`src/hw/ines_pkg.sv`:
```
// iNES file format: header layout constants, page sizes and the packed mapper-flags word
// Used by the header parser and the load sequencer
`default_nettype none

package ines_pkg;

  localparam int HEADER_BYTES = 16;                   // Fixed iNES header length
  localparam logic [31:0] INES_MAGIC = 32'h4E45_531A; // "NES" then 0x1A, byte 0 in the MSBs
  localparam int PRG_PAGE_SHIFT = 14;                 // 16 KiB PRG pages
  localparam int CHR_PAGE_SHIFT = 13;                 // 8 KiB CHR pages

  typedef logic [7:0] page_count_t; // Header bytes 4 and 5
  typedef logic [2:0] size_code_t;  // Rounded log2 of a page count

  // Flags word handed to the console core
  typedef struct packed {
    logic [14:0] pad;          // Always zero
    logic        four_screen;  // Byte 6 bit 3
    logic        has_chr_ram;  // No CHR pages in the image
    logic        mirroring;    // Byte 6 bit 0
    size_code_t  chr_size;
    size_code_t  prg_size;
    logic [7:0]  mapper;
  } mapper_flags_t;

  typedef struct packed {
    page_count_t prg_pages;
    page_count_t chr_pages;
  } image_layout_t;

  // Smallest power of two that holds the count, 7 above 64
  function automatic size_code_t size_code(page_count_t n);
    if (n <= 8'd1) return 3'd0;
    else if (n <= 8'd2) return 3'd1;
    else if (n <= 8'd4) return 3'd2;
    else if (n <= 8'd8) return 3'd3;
    else if (n <= 8'd16) return 3'd4;
    else if (n <= 8'd32) return 3'd5;
    else if (n <= 8'd64) return 3'd6;
    else return 3'd7;
  endfunction

endpackage

`default_nettype wire

```
`src/hw/loader_pkg.sv`:
```
// Cartridge memory map and the byte write bus between sequencer, bridge and memory
// Shared by every loader module
`default_nettype none

package loader_pkg;

  localparam int ADDR_W = 22; // 4 MiB cartridge space

  typedef logic [7:0] byte_t;
  typedef logic [ADDR_W-1:0] mem_addr_t;

  // PRG lives from 0 up, CHR from the upper half
  localparam mem_addr_t CHR_BASE = 22'h20_0000;

  // One byte write, address and data move together
  typedef struct packed {
    mem_addr_t addr;
    byte_t     data;
  } mem_write_t;

endpackage

`default_nettype wire

```
`src/hw/ines_header_parser.sv`:
```
// Collects the 16 iNES header bytes, validates them and decodes the mapper-flags word
// Result is registered and held until the next reset
`timescale 1ns/1ps
`default_nettype none

module ines_header_parser (
  input  wire                       clk,
  input  wire                       reset,
  input  loader_pkg::byte_t         in_byte,
  input  wire                       take,         // Header byte transferred
  output ines_pkg::image_layout_t   layout,
  output ines_pkg::mapper_flags_t   mapper_flags,
  output logic                      flags_valid,
  output logic                      hdr_ok,
  output logic                      hdr_bad
);

  loader_pkg::byte_t hdr [ines_pkg::HEADER_BYTES]; // Raw header bytes
  logic [3:0] cnt;      // Next header slot
  logic       full;     // Last byte landed on the previous edge
  logic       is_nes20;
  logic       dirty;
  logic       valid;
  loader_pkg::byte_t extra; // OR of bytes 8..15
  ines_pkg::mapper_flags_t flags_d;

  always_ff @(posedge clk) begin
    if (take) hdr[cnt] <= in_byte; // Storage only, no reset
  end

  always_ff @(posedge clk) begin
    if (reset) begin
      cnt         <= '0;
      full        <= 1'b0;
      flags_valid <= 1'b0;
      hdr_ok      <= 1'b0;
      hdr_bad     <= 1'b0;
    end else begin
      full    <= 1'b0;
      hdr_ok  <= 1'b0; // Single-cycle pulses
      hdr_bad <= 1'b0;
      if (take) begin
        cnt  <= cnt + 4'd1;
        full <= (cnt == 4'(ines_pkg::HEADER_BYTES - 1));
      end
      if (full) begin
        flags_valid <= 1'b1;
        hdr_ok      <= valid;
        hdr_bad     <= !valid;
      end
    end
  end

  // Decoded values, captured once with the pulse
  always_ff @(posedge clk) begin
    if (full) begin
      mapper_flags     <= flags_d;
      layout.prg_pages <= hdr[4];
      layout.chr_pages <= hdr[5];
    end
  end

  always_comb begin
    extra = '0;
    for (int i = 8; i < ines_pkg::HEADER_BYTES; i++) begin
      extra = extra | hdr[i];
    end
    is_nes20 = (hdr[7][3:2] == 2'b10);      // NES 2.0 signature
    dirty    = !is_nes20 && (extra != '0);   // Junk in the tail of a 1.0 header
    // Signature must match, trainers unsupported
    valid = ({hdr[0], hdr[1], hdr[2], hdr[3]} == ines_pkg::INES_MAGIC) && !hdr[6][2];

    flags_d             = '0;
    flags_d.four_screen = hdr[6][3];
    flags_d.has_chr_ram = (hdr[5] == 8'd0);
    flags_d.mirroring   = hdr[6][0];
    flags_d.chr_size    = ines_pkg::size_code(hdr[5]);
    flags_d.prg_size    = ines_pkg::size_code(hdr[4]);
    flags_d.mapper      = {dirty ? 4'h0 : hdr[7][7:4], hdr[6][7:4]}; // Upper nibble only if trusted
  end

  // Flags frozen once published
  assert property (@(posedge clk) disable iff (reset)
    flags_valid && $past(flags_valid) |-> $stable(mapper_flags))
    else $error("mapper_flags changed after flags_valid");

endmodule

`default_nettype wire

```
`src/hw/load_sequencer.sv`:
```
// Steers the header bytes to the parser and the PRG and CHR payload to the write bridge
// Counts payload bytes and generates the cartridge addresses
`timescale 1ns/1ps
`default_nettype none

module load_sequencer (
  input  wire                       clk,
  input  wire                       reset,
  input  loader_pkg::byte_t         in_byte,
  input  wire                       in_valid,
  output logic                      in_ready,
  output logic                      hdr_take,
  input  ines_pkg::image_layout_t   layout,
  input  wire                       hdr_ok,
  input  wire                       hdr_bad,
  output loader_pkg::mem_write_t    wr,
  output logic                      wr_push,
  input  wire                       wr_busy,
  output logic                      done,
  output logic                      error
);

  typedef enum logic [2:0] {HEADER, CHECK, PRG, CHR, FINISH, DONE, FAIL} state_t;

  state_t                 state;
  logic [3:0]             hdr_cnt;   // Header bytes seen
  loader_pkg::mem_addr_t  wr_addr;   // Address of the next payload byte
  loader_pkg::mem_addr_t  remain;    // Bytes left in the current region
  loader_pkg::mem_addr_t  prg_bytes;
  loader_pkg::mem_addr_t  chr_bytes;
  logic                   accept;    // Payload byte transfer

  assign prg_bytes = loader_pkg::mem_addr_t'(layout.prg_pages) << ines_pkg::PRG_PAGE_SHIFT;
  assign chr_bytes = loader_pkg::mem_addr_t'(layout.chr_pages) << ines_pkg::CHR_PAGE_SHIFT;

  always_comb begin
    case (state)
      HEADER, DONE, FAIL: in_ready = 1'b1;          // Trailing bytes are dropped
      PRG, CHR:           in_ready = !wr_busy;      // One byte in flight at most
      default:            in_ready = done || error; // Ready again as soon as the load ends
    endcase
  end

  assign hdr_take = (state == HEADER) && in_valid;
  assign accept   = (state == PRG || state == CHR) && in_valid && in_ready;
  assign done     = (state == DONE) || (state == FINISH && !wr_busy);
  assign error    = (state == FAIL) || (state == CHECK && hdr_bad);

  always_ff @(posedge clk) begin
    if (reset) begin
      state   <= HEADER;
      hdr_cnt <= '0;
      wr_addr <= '0;
      remain  <= '0;
      wr_push <= 1'b0;
    end else begin
      wr_push <= 1'b0;
      case (state)
        HEADER: if (hdr_take) begin
          hdr_cnt <= hdr_cnt + 4'd1;
          if (hdr_cnt == 4'(ines_pkg::HEADER_BYTES - 1)) state <= CHECK;
        end
        CHECK: if (hdr_bad) begin
          state <= FAIL;
        end else if (hdr_ok) begin
          if (layout.prg_pages != '0) begin
            state   <= PRG;
            remain  <= prg_bytes;
            wr_addr <= '0;
          end else if (layout.chr_pages != '0) begin // Empty PRG goes straight to CHR
            state   <= CHR;
            remain  <= chr_bytes;
            wr_addr <= loader_pkg::CHR_BASE;
          end else begin
            state <= FINISH;
          end
        end
        PRG, CHR: if (accept) begin
          wr.addr <= wr_addr;
          wr.data <= in_byte;
          wr_push <= 1'b1;
          wr_addr <= wr_addr + 1'b1;
          remain  <= remain - 1'b1;
          if (remain == loader_pkg::mem_addr_t'(1)) begin // Last byte of the region
            if (state == PRG && layout.chr_pages != '0) begin
              state   <= CHR;
              remain  <= chr_bytes;
              wr_addr <= loader_pkg::CHR_BASE;
            end else begin
              state <= FINISH;
            end
          end
        end
        FINISH: if (!wr_busy) state <= DONE; // Wait for the last write to drain
        default: ;
      endcase
    end
  end

  // No write once done or error is showing
  assert property (@(posedge clk) disable iff (reset) (done || error) |-> !wr_push)
    else $error("write pushed after load ended");

endmodule

`default_nettype wire

```
`src/hw/mem_write_bridge.sv`:
```
// Holds one byte write and runs the four-phase req/ack handshake to cartridge memory
// Busy covers the push cycle so the sequencer never overruns the holding register
`timescale 1ns/1ps
`default_nettype none

module mem_write_bridge (
  input  wire                      clk,
  input  wire                      reset,
  input  loader_pkg::mem_write_t   wr,
  input  wire                      wr_push,
  output logic                     wr_busy,
  output loader_pkg::mem_write_t   mem_wr,
  output logic                     mem_req,
  input  wire                      mem_ack
);

  typedef enum logic [1:0] {IDLE, REQ, WAIT_LOW} state_t;

  state_t state;

  always_ff @(posedge clk) begin
    if (reset) begin
      state <= IDLE;
    end else begin
      case (state)
        IDLE:     if (wr_push) state <= REQ;
        REQ:      if (mem_ack) state <= WAIT_LOW;  // Drop req the cycle after ack
        WAIT_LOW: if (!mem_ack) state <= IDLE;     // Return to zero
        default:  state <= IDLE;
      endcase
    end
  end

  // Holding register, stable for the whole handshake
  always_ff @(posedge clk) begin
    if (state == IDLE && wr_push) mem_wr <= wr;
  end

  assign mem_req = (state == REQ);
  // Free again as soon as ack has fallen
  assign wr_busy = wr_push || (state == REQ) || (state == WAIT_LOW && mem_ack);

  // Request held until the memory answers
  assert property (@(posedge clk) disable iff (reset) (state == REQ && !mem_ack) |=> mem_req)
    else $error("mem_req dropped before mem_ack");

  // Sequencer respects busy, pushes land only in IDLE
  assert property (@(posedge clk) disable iff (reset) wr_push |-> (state == IDLE))
    else $error("wr_push while bridge busy");

endmodule

`default_nettype wire

```
`src/hw/rom_loader.sv`:
```
// Cartridge-image loader top: header parser, load sequencer and memory write bridge in a chain
// Streams an iNES file in and writes PRG and CHR pages to cartridge memory
`timescale 1ns/1ps
`default_nettype none

module rom_loader (
  input  wire                      clk,
  input  wire                      reset,
  input  loader_pkg::byte_t        in_byte,
  input  wire                      in_valid,
  output logic                     in_ready,
  output loader_pkg::mem_write_t   mem_wr,
  output logic                     mem_req,
  input  wire                      mem_ack,
  output ines_pkg::mapper_flags_t  mapper_flags,
  output logic                     flags_valid,
  output logic                     done,
  output logic                     error
);

  logic                     hdr_take;  // Header byte to parser
  ines_pkg::image_layout_t  layout;    // Page counts from the header
  logic                     hdr_ok;
  logic                     hdr_bad;
  loader_pkg::mem_write_t   wr;        // Sequencer to bridge
  logic                     wr_push;
  logic                     wr_busy;

  ines_header_parser u_parser (
    .clk, .reset, .in_byte,
    .take(hdr_take),
    .layout, .mapper_flags, .flags_valid, .hdr_ok, .hdr_bad
  );

  load_sequencer u_seq (
    .clk, .reset, .in_byte, .in_valid, .in_ready, .hdr_take,
    .layout, .hdr_ok, .hdr_bad,
    .wr, .wr_push, .wr_busy, .done, .error
  );

  mem_write_bridge u_bridge (
    .clk, .reset, .wr, .wr_push, .wr_busy, .mem_wr, .mem_req, .mem_ack
  );

endmodule

`default_nettype wire

```
`config.mk`:
```
export PLATFORM = sky130hd
export DESIGN_NAME = rom_loader
export DESIGN_NICKNAME = d
export VERILOG_FILES = /design/src/hw/ines_pkg.sv /design/src/hw/loader_pkg.sv /design/src/hw/ines_header_parser.sv /design/src/hw/load_sequencer.sv /design/src/hw/mem_write_bridge.sv /design/src/hw/rom_loader.sv
export SDC_FILE = /design/constraint.sdc
export NUM_CORES = 1
export LEC_CHECK = 0
export ABC_AREA = 1
export BUFFER_PORTS_ARGS = -buffer_cell sky130_fd_sc_hd__buf_2
export CAP_MARGIN = 20
export CELL_PAD_IN_SITES_DETAIL_PLACEMENT = 0
export CELL_PAD_IN_SITES_GLOBAL_PLACEMENT = 1
export CORE_MARGIN = 2
export CORE_UTILIZATION = 43
export CTS_CLUSTER_DIAMETER = 120
export DETAILED_ROUTE_END_ITERATION = 10
export GPL_TIMING_DRIVEN = 0
export PLACE_DENSITY = 0.73
export SETUP_SLACK_MARGIN = 0.05
export SYNTH_ARGS = -nofsm -noshare
export SYNTH_HDL_FRONTEND = slang
export SYNTH_HIERARCHICAL = 1
export SYNTH_SLANG_ARGS = --single-unit
```
`constraint.sdc`:
```
create_clock -name clk -period 2.9 [get_ports clk]
set_input_delay 0.435 -clock clk [delete_from_list [all_inputs] [get_ports clk]]
set_output_delay 0.435 -clock clk [all_outputs]
set_load 0.01 [all_outputs]
```
==> flow_summary_export.csv, run 1 <==
group,metric,value,unit
layout,nets,1343,
sta,clock_skew,0.01722,ns
route,initialDrtViolationCount,579,
power_and_ir_drop,finalPower,12.28,mW
sta,setup_viol,0,
cts,cts_made_buffers,29,
yosys,synth-warning-count,6,
yosys,synthAdderAreaFrac,0.8429,%
placement,dpl.cell_count,1633,
min_path,min_path_type,"primary input to register",
yosys,synthArstFlopShare,0,%
worst_setup_path,required,3.08,ns
yosys,synthCells,1214,
worst_setup_path,crit_fanout,8,
floorplanning,row_count,60,
route,drc,0,
placement,place.gp.congestion,0.8327,
floorplanning,die_h,170.2,microns
yosys,synthSimpleGateAreaFrac,23.80,%
floorplanning,start_util,43.94,%
min_path,hold_start,"mem_ack",
cts,cts-root-buf,"clkbuf_16",
layout,post-route-util,50.62,%
min_path,min_to,"u_bridge/state[1]$_SDFFE_PP0P_",
cts,cts_tree,"built",
route,antenna_left,0,
min_path,min_path_cells,3,
sta,finalHoldViolCount,0,
sta,max_clock_freq,384.7,MHz
worst_setup_path,end_kind,"register",
layout,fin_cells,1687,
run_status,status,"completed",
yosys,synth_xor_area_share,0.2213,%
floorplanning,dieArea,28960,sq um
route,avgViaCountPerCell,4.771,
placement,placed_cell_area,12710,sq um
worst_setup_path,r2r_start,"u_seq/state[0]$_SDFFE_PP0P_",
layout,num_antenna_cells,0,
sta,fin_crit,2.599,ns
yosys,synth.cell_area,11880,sq um
placement,dp_slack,0.2549,ns
yosys,synth_top_family_by_area,"simple AND/OR/NAND/NOR gates",
global_route,antenna_found_initial,0,
floorplanning,die_w,170.2,microns
layout,drive_gt1_share,13.15,%
yosys,syn_avg_cell_area,9.782,sq um
global_route,grt_overflow,0,
yosys,synth_ff_type,"edfxtp_1",
route,wl,24.94,mm
worst_setup_path,reg2regPathDepth,6,
cts,worstSkewPairLatency,0.56,ns
layout,layout_common_cells,"nand2_1 (333), nor2_1 (220), edfxtp_1 (218)",
route,num_vias,8049,
sta,maxSlewHeadroom,38.36,%
yosys,synthMuxAreaShare,0,%
yosys,ys_seq_elements,280,
sta,final_max_slew_viol_count,0,
route,post_drt_wl_per_cell,14.79,microns
sta,worstMarginPinSlew,0.9225,ns
yosys,synth_cell_types,42,
cts,clockBufferDepth,3,
layout,syn_to_final_growth,15.20,%
job,maxCapViolations,0,
route,drt_pass1_iterations,6,
sta,worst_slack,0.3008,ns
global_route,grt_pass1_wl,39.79,mm
sta,whs,0.1414,ns
worst_setup_path,crit_type,"register to register",
global_route,track_usage,17.48,%
global_route,grt_max_degree,35,
placement,io_buffers,63,
worst_setup_path,cp.arrival,2.78,ns
floorplanning,io_pins,79,
yosys,synth_compound_area_share,3.129,%
layout,finalInstanceArea,13680,sq um
cts,post_cts_buffers,0,
sta,final.setup.tns,0,ns
placement,hpwl,17.33,mm
power_and_ir_drop,p_leak,5.380,nW
worst_setup_path,r2r_end,"u_parser/hdr[3][4]$_DFFE_PP_",
cts,clk_pin_slew,0.06,ns
power_and_ir_drop,vdd_drop_max,0.5475,mV
cts,cts.sinks,280,
global_route,grt_pass1_vias,7612,
sta,rsz0062_at_grt,"no",
yosys,seq_area_frac_synth,65.58,%
floorplanning,core,27030,sq um
power_and_ir_drop,power.density,897.4,nW/um^2
yosys,synth_edf_count,218,
sta,fin_crit_sh,89.63,%
worst_setup_path,cp-start-kind,"register",
layout,final_common_cell,"nand2_1",
worst_setup_path,r2r_slack,0.30,ns
cts,h-tree-depth,1,
-- cell usage after synthesis (2+ instances only) --
master / number / area [sq um]
nand3b_1: 3 / 22.52
inv_4: 2 / 12.51
nor2_1: 224 / 840.8
nand2_2: 3 / 18.77
buf_4: 15 / 112.6
nand3_2: 2 / 20.02
or2_0: 2 / 12.51
xor2_1: 3 / 26.28
nand4_1: 16 / 100.1
buf_1: 2 / 7.510
buf_6: 5 / 56.30
a21boi_0: 4 / 30.03
buf_2: 9 / 45.04
nand2_1: 333 / 1250
nor2_4: 3 / 33.78
nand3_1: 69 / 345.3
nor2_2: 4 / 25.02
inv_1: 131 / 491.7
dfxtp_1: 62 / 1241
nor4_1: 3 / 18.77
clkbuf_1: 5 / 18.77
o21ai_0: 16 / 80.08
edfxtp_1: 218 / 6546
a31oi_1: 2 / 12.51
nor3_1: 15 / 75.07
inv_2: 4 / 15.01
ha_1: 8 / 100.1
a21oi_2: 2 / 17.52
a21oi_1: 34 / 170.2
nand2_4: 3 / 33.78
-- power breakdown --
group / internal, mW / switching (mW) / leakage (nW)
Clock: 2.10 / 1.54 / 0.466
Combinational: 1.15 / 2.42 / 2.44
Sequential: 4.73 / 0.327 / 2.48
Total: 7.98 / 4.30 / 5.38
-- worst max-delay path: stages, from the launching register on --
cell and delay [ns]:
dfxtp_1 0.37, nor2_1 0.24, nand3_1 0.23, inv_1 0.20, clkbuf_1 0.31, nand2_1 0.31, nor2_1 0.57
-- layout make-up --
cell class / count / area [sq um]
clock inverter: 16 / 147.6
inverter: 137 / 519.2
clock buffer: 38 / 819.5
timing repair buffer: 64 / 342.8
multi-input combinational: 775 / 3396
sequential: 280 / 7789
fill: 2523 / 13350
buffer: 36 / 240.2
tap: 341 / 426.7
-- kinds of logic (layout without fill, tap and decap cells) --
family | after synthesis | after routing
adder cells (fa/ha/maj) | 8 | 8
buffers and inverters | 173 | 291
AND/OR/NAND/NOR | 684 | 684
AO/OA/AOI/OAI | 65 | 65
other | 1 | 15
XOR/XNOR | 3 | 3
flip-flops | 280 | 280
-- worst max-delay path by stage --
stage | start | endpoint | slack, ns
3_5_place_dp | u_seq/state[0]$_SDFFE_PP0P_ | u_parser/hdr[15][6]$_DFFE_PP_ | 0.25
2_1_floorplan | u_seq/state[2]$_SDFFE_PP0P_ | u_seq/wr[0]$_DFFE_PP_ | 0.23
4_1_cts | u_seq/state[0]$_SDFFE_PP0P_ | u_parser/hdr[15][0]$_DFFE_PP_ | 0.22
5_1_grt | u_seq/state[0]$_SDFFE_PP0P_ | u_parser/hdr[3][4]$_DFFE_PP_ | 0.07
6_report | u_seq/state[0]$_SDFFE_PP0P_ | u_parser/hdr[3][4]$_DFFE_PP_ | 0.30
3_3_place_gp | u_seq/state[2]$_SDFFE_PP0P_ | u_seq/wr[21]$_DFFE_PP_ | -0.72
-- flip-flops by register name (all words and copies together) (netlist names), 4 cells and up --
signal	cells
u_bridge/mem_wr	30
u_parser/cnt	4
u_parser/hdr	125
u_parser/layout	16
u_parser/mapper_flags	17
u_seq/hdr_cnt	4
u_seq/remain	22
u_seq/wr	30
u_seq/wr_addr	22
-- routing by layer --
layer  global-route usage, %  routed length (microns)
met1                   22.60                    11210
met2                   31.65                    12590
met3                   2.279                      732
met4                   3.270                      413
met5                       0                        0
-- timing repair --
action	CTS	global route
gates resized for setup	0	3
endpoints found under the setup margin	0	22
hold buffers	0	0
hold endpoints to repair	0	0
(Power assumes the default switching activity.)
==> run 2: changes to the inputs <==
--- a/config.mk
+++ b/config.mk
@@ -15,9 +15,9 @@
 export CTS_CLUSTER_DIAMETER = 120
 export DETAILED_ROUTE_END_ITERATION = 10
 export GPL_TIMING_DRIVEN = 0
-export PLACE_DENSITY = 0.73
+export PLACE_DENSITY = 0.72
 export SETUP_SLACK_MARGIN = 0.05
+export SLEW_MARGIN = 20
 export SYNTH_ARGS = -nofsm -noshare
 export SYNTH_HDL_FRONTEND = slang
-export SYNTH_HIERARCHICAL = 1
 export SYNTH_SLANG_ARGS = --single-unit
==> flow_summary_export.csv, run 2 <==
group,metric,value,unit
run_status,status,"completed",
worst_setup_path,required,3.09,ns
sta,whs,0.1644,ns
yosys,synthArstFlopShare,0,%
sta,clock_skew,0.03428,ns
global_route,grt_overflow,0,
yosys,netlist_top_cells_count,"nand2_1 (222), edfxtp_1 (218), nor2_1 (200)",
floorplanning,die_w,168.0,microns
route,wl,23.74,mm
layout,fin_cells,1562,
yosys,synth_area_leaders,"edfxtp_1 (57%), dfxtp_1 (11%), nand2_1 (7.2%)",
power_and_ir_drop,vdd_drop_max,0.5783,mV
placement,hpwl,16.44,mm
sta,fin_crit,2.552,ns
cts,clk_pin_slew,0.06,ns
global_route,antenna_found_initial,1,
yosys,synth.cell_area,11560,sq um
min_path,min_path_type,"primary input to register",
layout,final_common_cell,"nand2_1",
sta,setup_viol,0,
global_route,grt_pass1_vias,7180,
layout,drive_gt1_share,14.84,%
yosys,syn_avg_cell_area,10.64,sq um
worst_setup_path,cp-start-kind,"register",
route,num_vias,7598,
cts,h-tree-depth,1,
cts,post_cts_buffers,0,
placement,dpl.cell_count,1505,
yosys,synthCells,1086,
layout,max_flop_register,"u_parser.hdr",
floorplanning,io_pins,79,
yosys,synth_edf_count,218,
sta,fin_crit_sh,88.00,%
sta,worstMarginPinSlew,0.9582,ns
worst_setup_path,crit_end,"u_parser.hdr[14][2]$_DFFE_PP_",
route,antenna_left,0,
yosys,seq_area_frac_synth,67.37,%
worst_setup_path,crit_type,"register to register",
sta,final.setup.tns,0,ns
yosys,ys_seq_elements,280,
cts,worstSkewPairLatency,0.57,ns
placement,io_buffers,62,
sta,rsz0062_at_grt,"no",
sta,final_max_slew_viol_count,0,
cts,cts.sinks,280,
job,maxCapViolations,0,
cts,clockBufferDepth,3,
cts,ctsResizeCount,0,
route,drc,0,
worst_setup_path,r2r_end,"u_parser.hdr[14][2]$_DFFE_PP_",
layout,nets,1216,
power_and_ir_drop,finalPower,12.01,mW
layout,layout_common_cells,"nand2_1 (222), edfxtp_1 (218), nor2_1 (199)",
yosys,yosys.area.top_type,"edfxtp_1",
route,initialDrtViolationCount,386,
placement,place.gp.congestion,0.8510,
route,post_drt_wl_per_cell,15.20,microns
cts,postCtsHoldBufs,0,
cts,cts_made_buffers,30,
yosys,synth_cell_types,38,
layout,largest_reg_flops,125,
global_route,grt_pass1_wl,38.27,mm
sta,finalHoldViolCount,0,
floorplanning,start_util,43.38,%
worst_setup_path,crit_fanout,8,
sta,maxSlewHeadroom,35.88,%
route,avgViaCountPerCell,4.864,
power_and_ir_drop,p_leak,5.111,nW
floorplanning,core,26650,sq um
yosys,synth_ff_type,"edfxtp_1",
route,drt_pass1_iterations,4,
yosys,synth-warning-count,0,
worst_setup_path,reg2regPathDepth,7,
global_route,grt_max_degree,35,
worst_setup_path,cp.arrival,2.74,ns
floorplanning,row_count,60,
worst_setup_path,r2r_start,"u_seq.state[1]$_SDFFE_PP0P_",
cts,cts-root-buf,"clkbuf_16",
layout,syn_to_final_growth,17.00,%
floorplanning,die_h,168.0,microns
yosys,synth_top_area_share,56.63,%
power_and_ir_drop,power.density,888.0,nW/um^2
floorplanning,dieArea,28210,sq um
layout,reg.largest.list,"u_parser.hdr: 125 flops, u_bridge.mem_wr: 30 flops, u_seq.wr: 30 flops",
sta,max_clock_freq,391.9,MHz
global_route,track_usage,17.07,%
yosys,synthMostInstantiatedCell,"nand2_1",
worst_setup_path,startpoint,"u_seq.state[1]$_SDFFE_PP0P_",
worst_setup_path,end_kind,"register",
worst_setup_path,r2r_slack,0.35,ns
cts,cts_tree,"built",
-- run 2: cell types whose count changed in the layout (fill, tap and decap cells not counted), moves of 6 or more --
| cell | delta |
|---|---|
| a21oi_1 | +18 |
| nand4_1 | +10 |
| inv_1 | -45 |
| bufinv_16 | +7 |
| xor2_1 | +11 |
| o21ai_0 | +22 |
| clkbuf_8 | -6 |
| nand2_2 | +13 |
| nor2_1 | -21 |
| nand3_1 | -12 |
| nor3_1 | -7 |
| nand2_1 | -111 |
| a21oi_2 | +8 |
-- run 2: critical path, stage by stage (launching register included) --
cell     delay, ns
dfxtp_1       0.37
inv_2         0.13
nand2_2       0.07
nor2_1        0.19
nand2_1       0.23
inv_1         0.25
nand2_1       0.17
nor2_1        0.76
-- run 2: cell type report --
class	count	area, sq um
Antenna cell	1	2.502
Buffer	33	235.2
Clock buffer	31	754.5
Clock inverter	25	356.6
Fill cell	2422	13130
Inverter	89	334.1
Multi-Input combinational cell	698	3274
Sequential cell	280	7789
Tap cell	341	426.7
Timing Repair Buffer	64	352.8
-- run 2: how the worst min path moves through the flow --
stage	from	endpoint	slack, ns	cells after the start
5_1_grt	mem_ack	u_bridge.state[1]$_SDFFE_PP0P_	0.17	2
4_1_cts	mem_ack	u_bridge.state[1]$_SDFFE_PP0P_	0.14	2
2_1_floorplan	u_seq.wr[0]$_DFFE_PP_	u_bridge.mem_wr[0]$_DFFE_PP_	0.40	0
6_report	mem_ack	u_bridge.state[1]$_SDFFE_PP0P_	0.16	2
3_3_place_gp	u_seq.wr[29]$_DFFE_PP_	u_bridge.mem_wr[29]$_DFFE_PP_	0.40	0
3_5_place_dp	u_seq.wr[16]$_DFFE_PP_	u_bridge.mem_wr[16]$_DFFE_PP_	0.40	0
-- run 2: kinds of logic after synthesis --
family / Yosys count / share of synthesized area (%)
AND/OR/NAND/NOR: 547 / 20.01
flip-flops: 280 / 67.37
buffers and inverters: 122 / 4.925
AO/OA/AOI/OAI: 111 / 5.509
XOR/XNOR: 17 / 1.288
adder cells (fa/ha/maj): 8 / 0.8659
other: 1 / 0.03244
-- run 2: per-layer routing --
metal | up-vias | wire length [microns] | global-route usage, %
met4 | 0 | 521 | 4.386
met1 | 3533 | 10940 | 23.61
met3 | 37 | 991 | 2.421
met5 | - | 0 | 0
met2 | 154 | 11290 | 28.53
li1 | 3874 | - | -
-- run 2: per-stage QoR --
stage                     cell area, sq um  utilization [%]  setup WS [ns]
after global placement               12350            46.36        -0.7914
after floorplan                      11620                -         0.2803
final                                13530            50.75         0.3480
after detailed placement             12410            46.57         0.3432
after global routing                 13530            50.75        0.09227
after CTS                            13520            50.74         0.3264
-- run 2: power breakdown --
part / leakage, nW / internal (mW) / switching, mW
logic: 2.08 / 1.02 / 2.05
registers: 2.49 / 4.58 / 0.179
clock network: 0.536 / 2.61 / 1.58
total: 5.11 / 8.20 / 3.81
==> run 3: changes to the inputs <==
--- a/config.mk
+++ b/config.mk
@@ -14,9 +14,11 @@
 export CORE_UTILIZATION = 43
 export CTS_CLUSTER_DIAMETER = 120
 export DETAILED_ROUTE_END_ITERATION = 10
+export GPL_ROUTABILITY_DRIVEN = 0
 export GPL_TIMING_DRIVEN = 0
+export MAX_ROUTING_LAYER = met4
 export PLACE_DENSITY = 0.72
-export SETUP_SLACK_MARGIN = 0.05
+export SETUP_SLACK_MARGIN = 0.15
 export SLEW_MARGIN = 20
 export SYNTH_ARGS = -nofsm -noshare
 export SYNTH_HDL_FRONTEND = slang
==> flow_summary_export.csv, run 3 (synthesis results as in run 2) <==
group,metric,value,unit
min_path,min_to,"u_bridge.state[1]$_SDFFE_PP0P_",
global_route,antenna_found_initial,1,
sta,fin_crit,2.466,ns
layout,max_flop_register,"u_parser.hdr",
worst_setup_path,crit_fanout,8,
min_path,hold_start,"mem_ack",
sta,final.setup.tns,0,ns
floorplanning,dieArea,28210,sq um
worst_setup_path,r2r_start,"u_seq.state[1]$_SDFFE_PP0P_",
cts,h-tree-depth,1,
layout,drive_gt1_share,15.08,%
layout,syn_to_final_growth,17.07,%
worst_setup_path,r2r_slack,0.43,ns
cts,worstSkewPairLatency,0.57,ns
layout,fillers,2423,
worst_setup_path,end_kind,"register",
min_path,min_path_type,"primary input to register",
power_and_ir_drop,p_leak,5.110,nW
cts,cts_made_buffers,30,
worst_setup_path,cp-start-kind,"register",
min_path,min_path_cells,2,
global_route,grt_pass1_wl,38.31,mm
global_route,grt_pass1_vias,7176,
worst_setup_path,r2r_end,"u_parser.hdr[13][5]$_DFFE_PP_",
sta,clock_skew,0.03374,ns
floorplanning,start_util,43.38,%
worst_setup_path,crit_chain,"inv_2, nand2_2, nor2_1, nand2_1, inv_1, nand2_1, nor2_1",
placement,hpwl,16.44,mm
floorplanning,io_pins,79,
route,num_vias,7598,
worst_setup_path,critPathBufInv,2,
sta,max_clock_freq,405.6,MHz
worst_setup_path,reg2regPathDepth,7,
worst_setup_path,required,3.10,ns
route,drt_pass1_iterations,4,
sta,finalHoldViolCount,0,
worst_setup_path,startpoint,"u_seq.state[1]$_SDFFE_PP0P_",
floorplanning,core,26650,sq um
worst_setup_path,worst_path_max_delay_cell,"nor2_1",
power_and_ir_drop,vdd_drop_max,0.5762,mV
sta,fin_crit_sh,85.03,%
job,maxCapViolations,0,
worst_setup_path,cp.arrival,2.66,ns
layout,reg.largest.list,"u_parser.hdr: 125 flops, u_bridge.mem_wr: 30 flops, u_seq.wr: 30 flops",
layout,largest_reg_flops,125,
route,wl,23.79,mm
cts,cts_tree,"built",
worst_setup_path,critPathTopFamily,"simple AND/OR/NAND/NOR gates",
floorplanning,row_count,60,
power_and_ir_drop,power.density,887.6,nW/um^2
route,avgViaCountPerCell,4.864,
worst_setup_path,critPathMaxStageDelay,0.66,ns
global_route,grt_overflow,0,
placement,io_buffers,62,
route,initialDrtViolationCount,395,
route,antenna_left,0,
global_route,track_usage,17.61,%
worst_setup_path,crit_type,"register to register",
sta,setup_viol,0,
run_status,status,"completed",
sta,worstMarginPinSlew,0.9339,ns
route,drc,0,
cts,cts.sinks,280,
cts,clockBufferDepth,3,
cts,cts-root-buf,"clkbuf_16",
layout,final_common_cell,"nand2_1",
floorplanning,die_w,168.0,microns
global_route,grt_max_degree,35,
layout,post-route-util,50.78,%
sta,maxSlewHeadroom,37.51,%
cts,clk_pin_slew,0.06,ns
route,post_drt_wl_per_cell,15.23,microns
cts,postCtsHoldBufs,0,
floorplanning,die_h,168.0,microns
sta,rsz0062_at_grt,"no",
layout,nets,1216,
layout,layout_common_cells,"nand2_1 (222), edfxtp_1 (218), nor2_1 (196)",
sta,final_max_slew_viol_count,0,
==> run 3: worst max path at each step <==
stage	to	slack, ns	cells after the start
after floorplan	u_seq.wr[0]$_DFFE_PP_	0.28	7
after global placement	u_seq.wr[18]$_DFFE_PP_	-0.79	3
after detailed placement	u_parser.hdr[14][3]$_DFFE_PP_	0.34	7
after CTS	u_parser.hdr[14][2]$_DFFE_PP_	0.33	7
after global routing	u_parser.hdr[13][5]$_DFFE_PP_	0.15	7
final	u_parser.hdr[13][5]$_DFFE_PP_	0.43	7
==> run 3: stage by stage <==
step | area (sq um) | power [mW] | setup slack, ns | hold WS [ns] | cells
finish | 13530 | 12.01 | 0.4343 | 0.1640 | 1562
global route | 13530 | 12.69 | 0.1541 | 0.1717 | 1562
CTS | 13520 | 12.10 | 0.3264 | 0.1384 | 1561
detailed placement | 12410 | 7.913 | 0.3432 | 0.4045 | 1505
global placement | 12350 | 7.883 | -0.7914 | 0.4004 | 1503
floorplan | 11620 | 7.091 | 0.2803 | 0.4003 | 1100
==> run 3: final cells by class <==
type	count	area, sq um	area share (%)
plain buffers	33	235.2	1.738
well taps	341	426.7	3.153
flip-flops and latches	280	7789	57.55
diodes	1	2.502	0.01849
clock inverters	25	356.6	2.635
inverters	89	334.1	2.469
multi-input cells	698	3282	24.25
clock buffers	31	754.5	5.575
repair buffers	64	352.8	2.607
==> run 3: where the power goes <==
group / internal [mW] / total, mW / switching (mW)
logic: 1.02 / 3.07 / 2.05
registers: 4.58 / 4.75 / 0.179
clock network: 2.61 / 4.19 / 1.58
==> run 3: routing by layer <==
| layer | vias up | routed length [microns] | GRT usage [%] |
|---|---|---|---|
| li1 | 3878 | - | - |
| met1 | 3532 | 10990 | 23.69 |
| met2 | 153 | 11320 | 28.55 |
| met3 | 35 | 974 | 2.374 |
| met4 | 0 | 507 | 4.386 |
| met5 | - | 0 | - |
==> run 3: repair_timing <==
action | CTS | global route
setup endpoints to repair | 0 | 20
gates resized for setup | 0 | 3
buffers inserted | 0 | 0
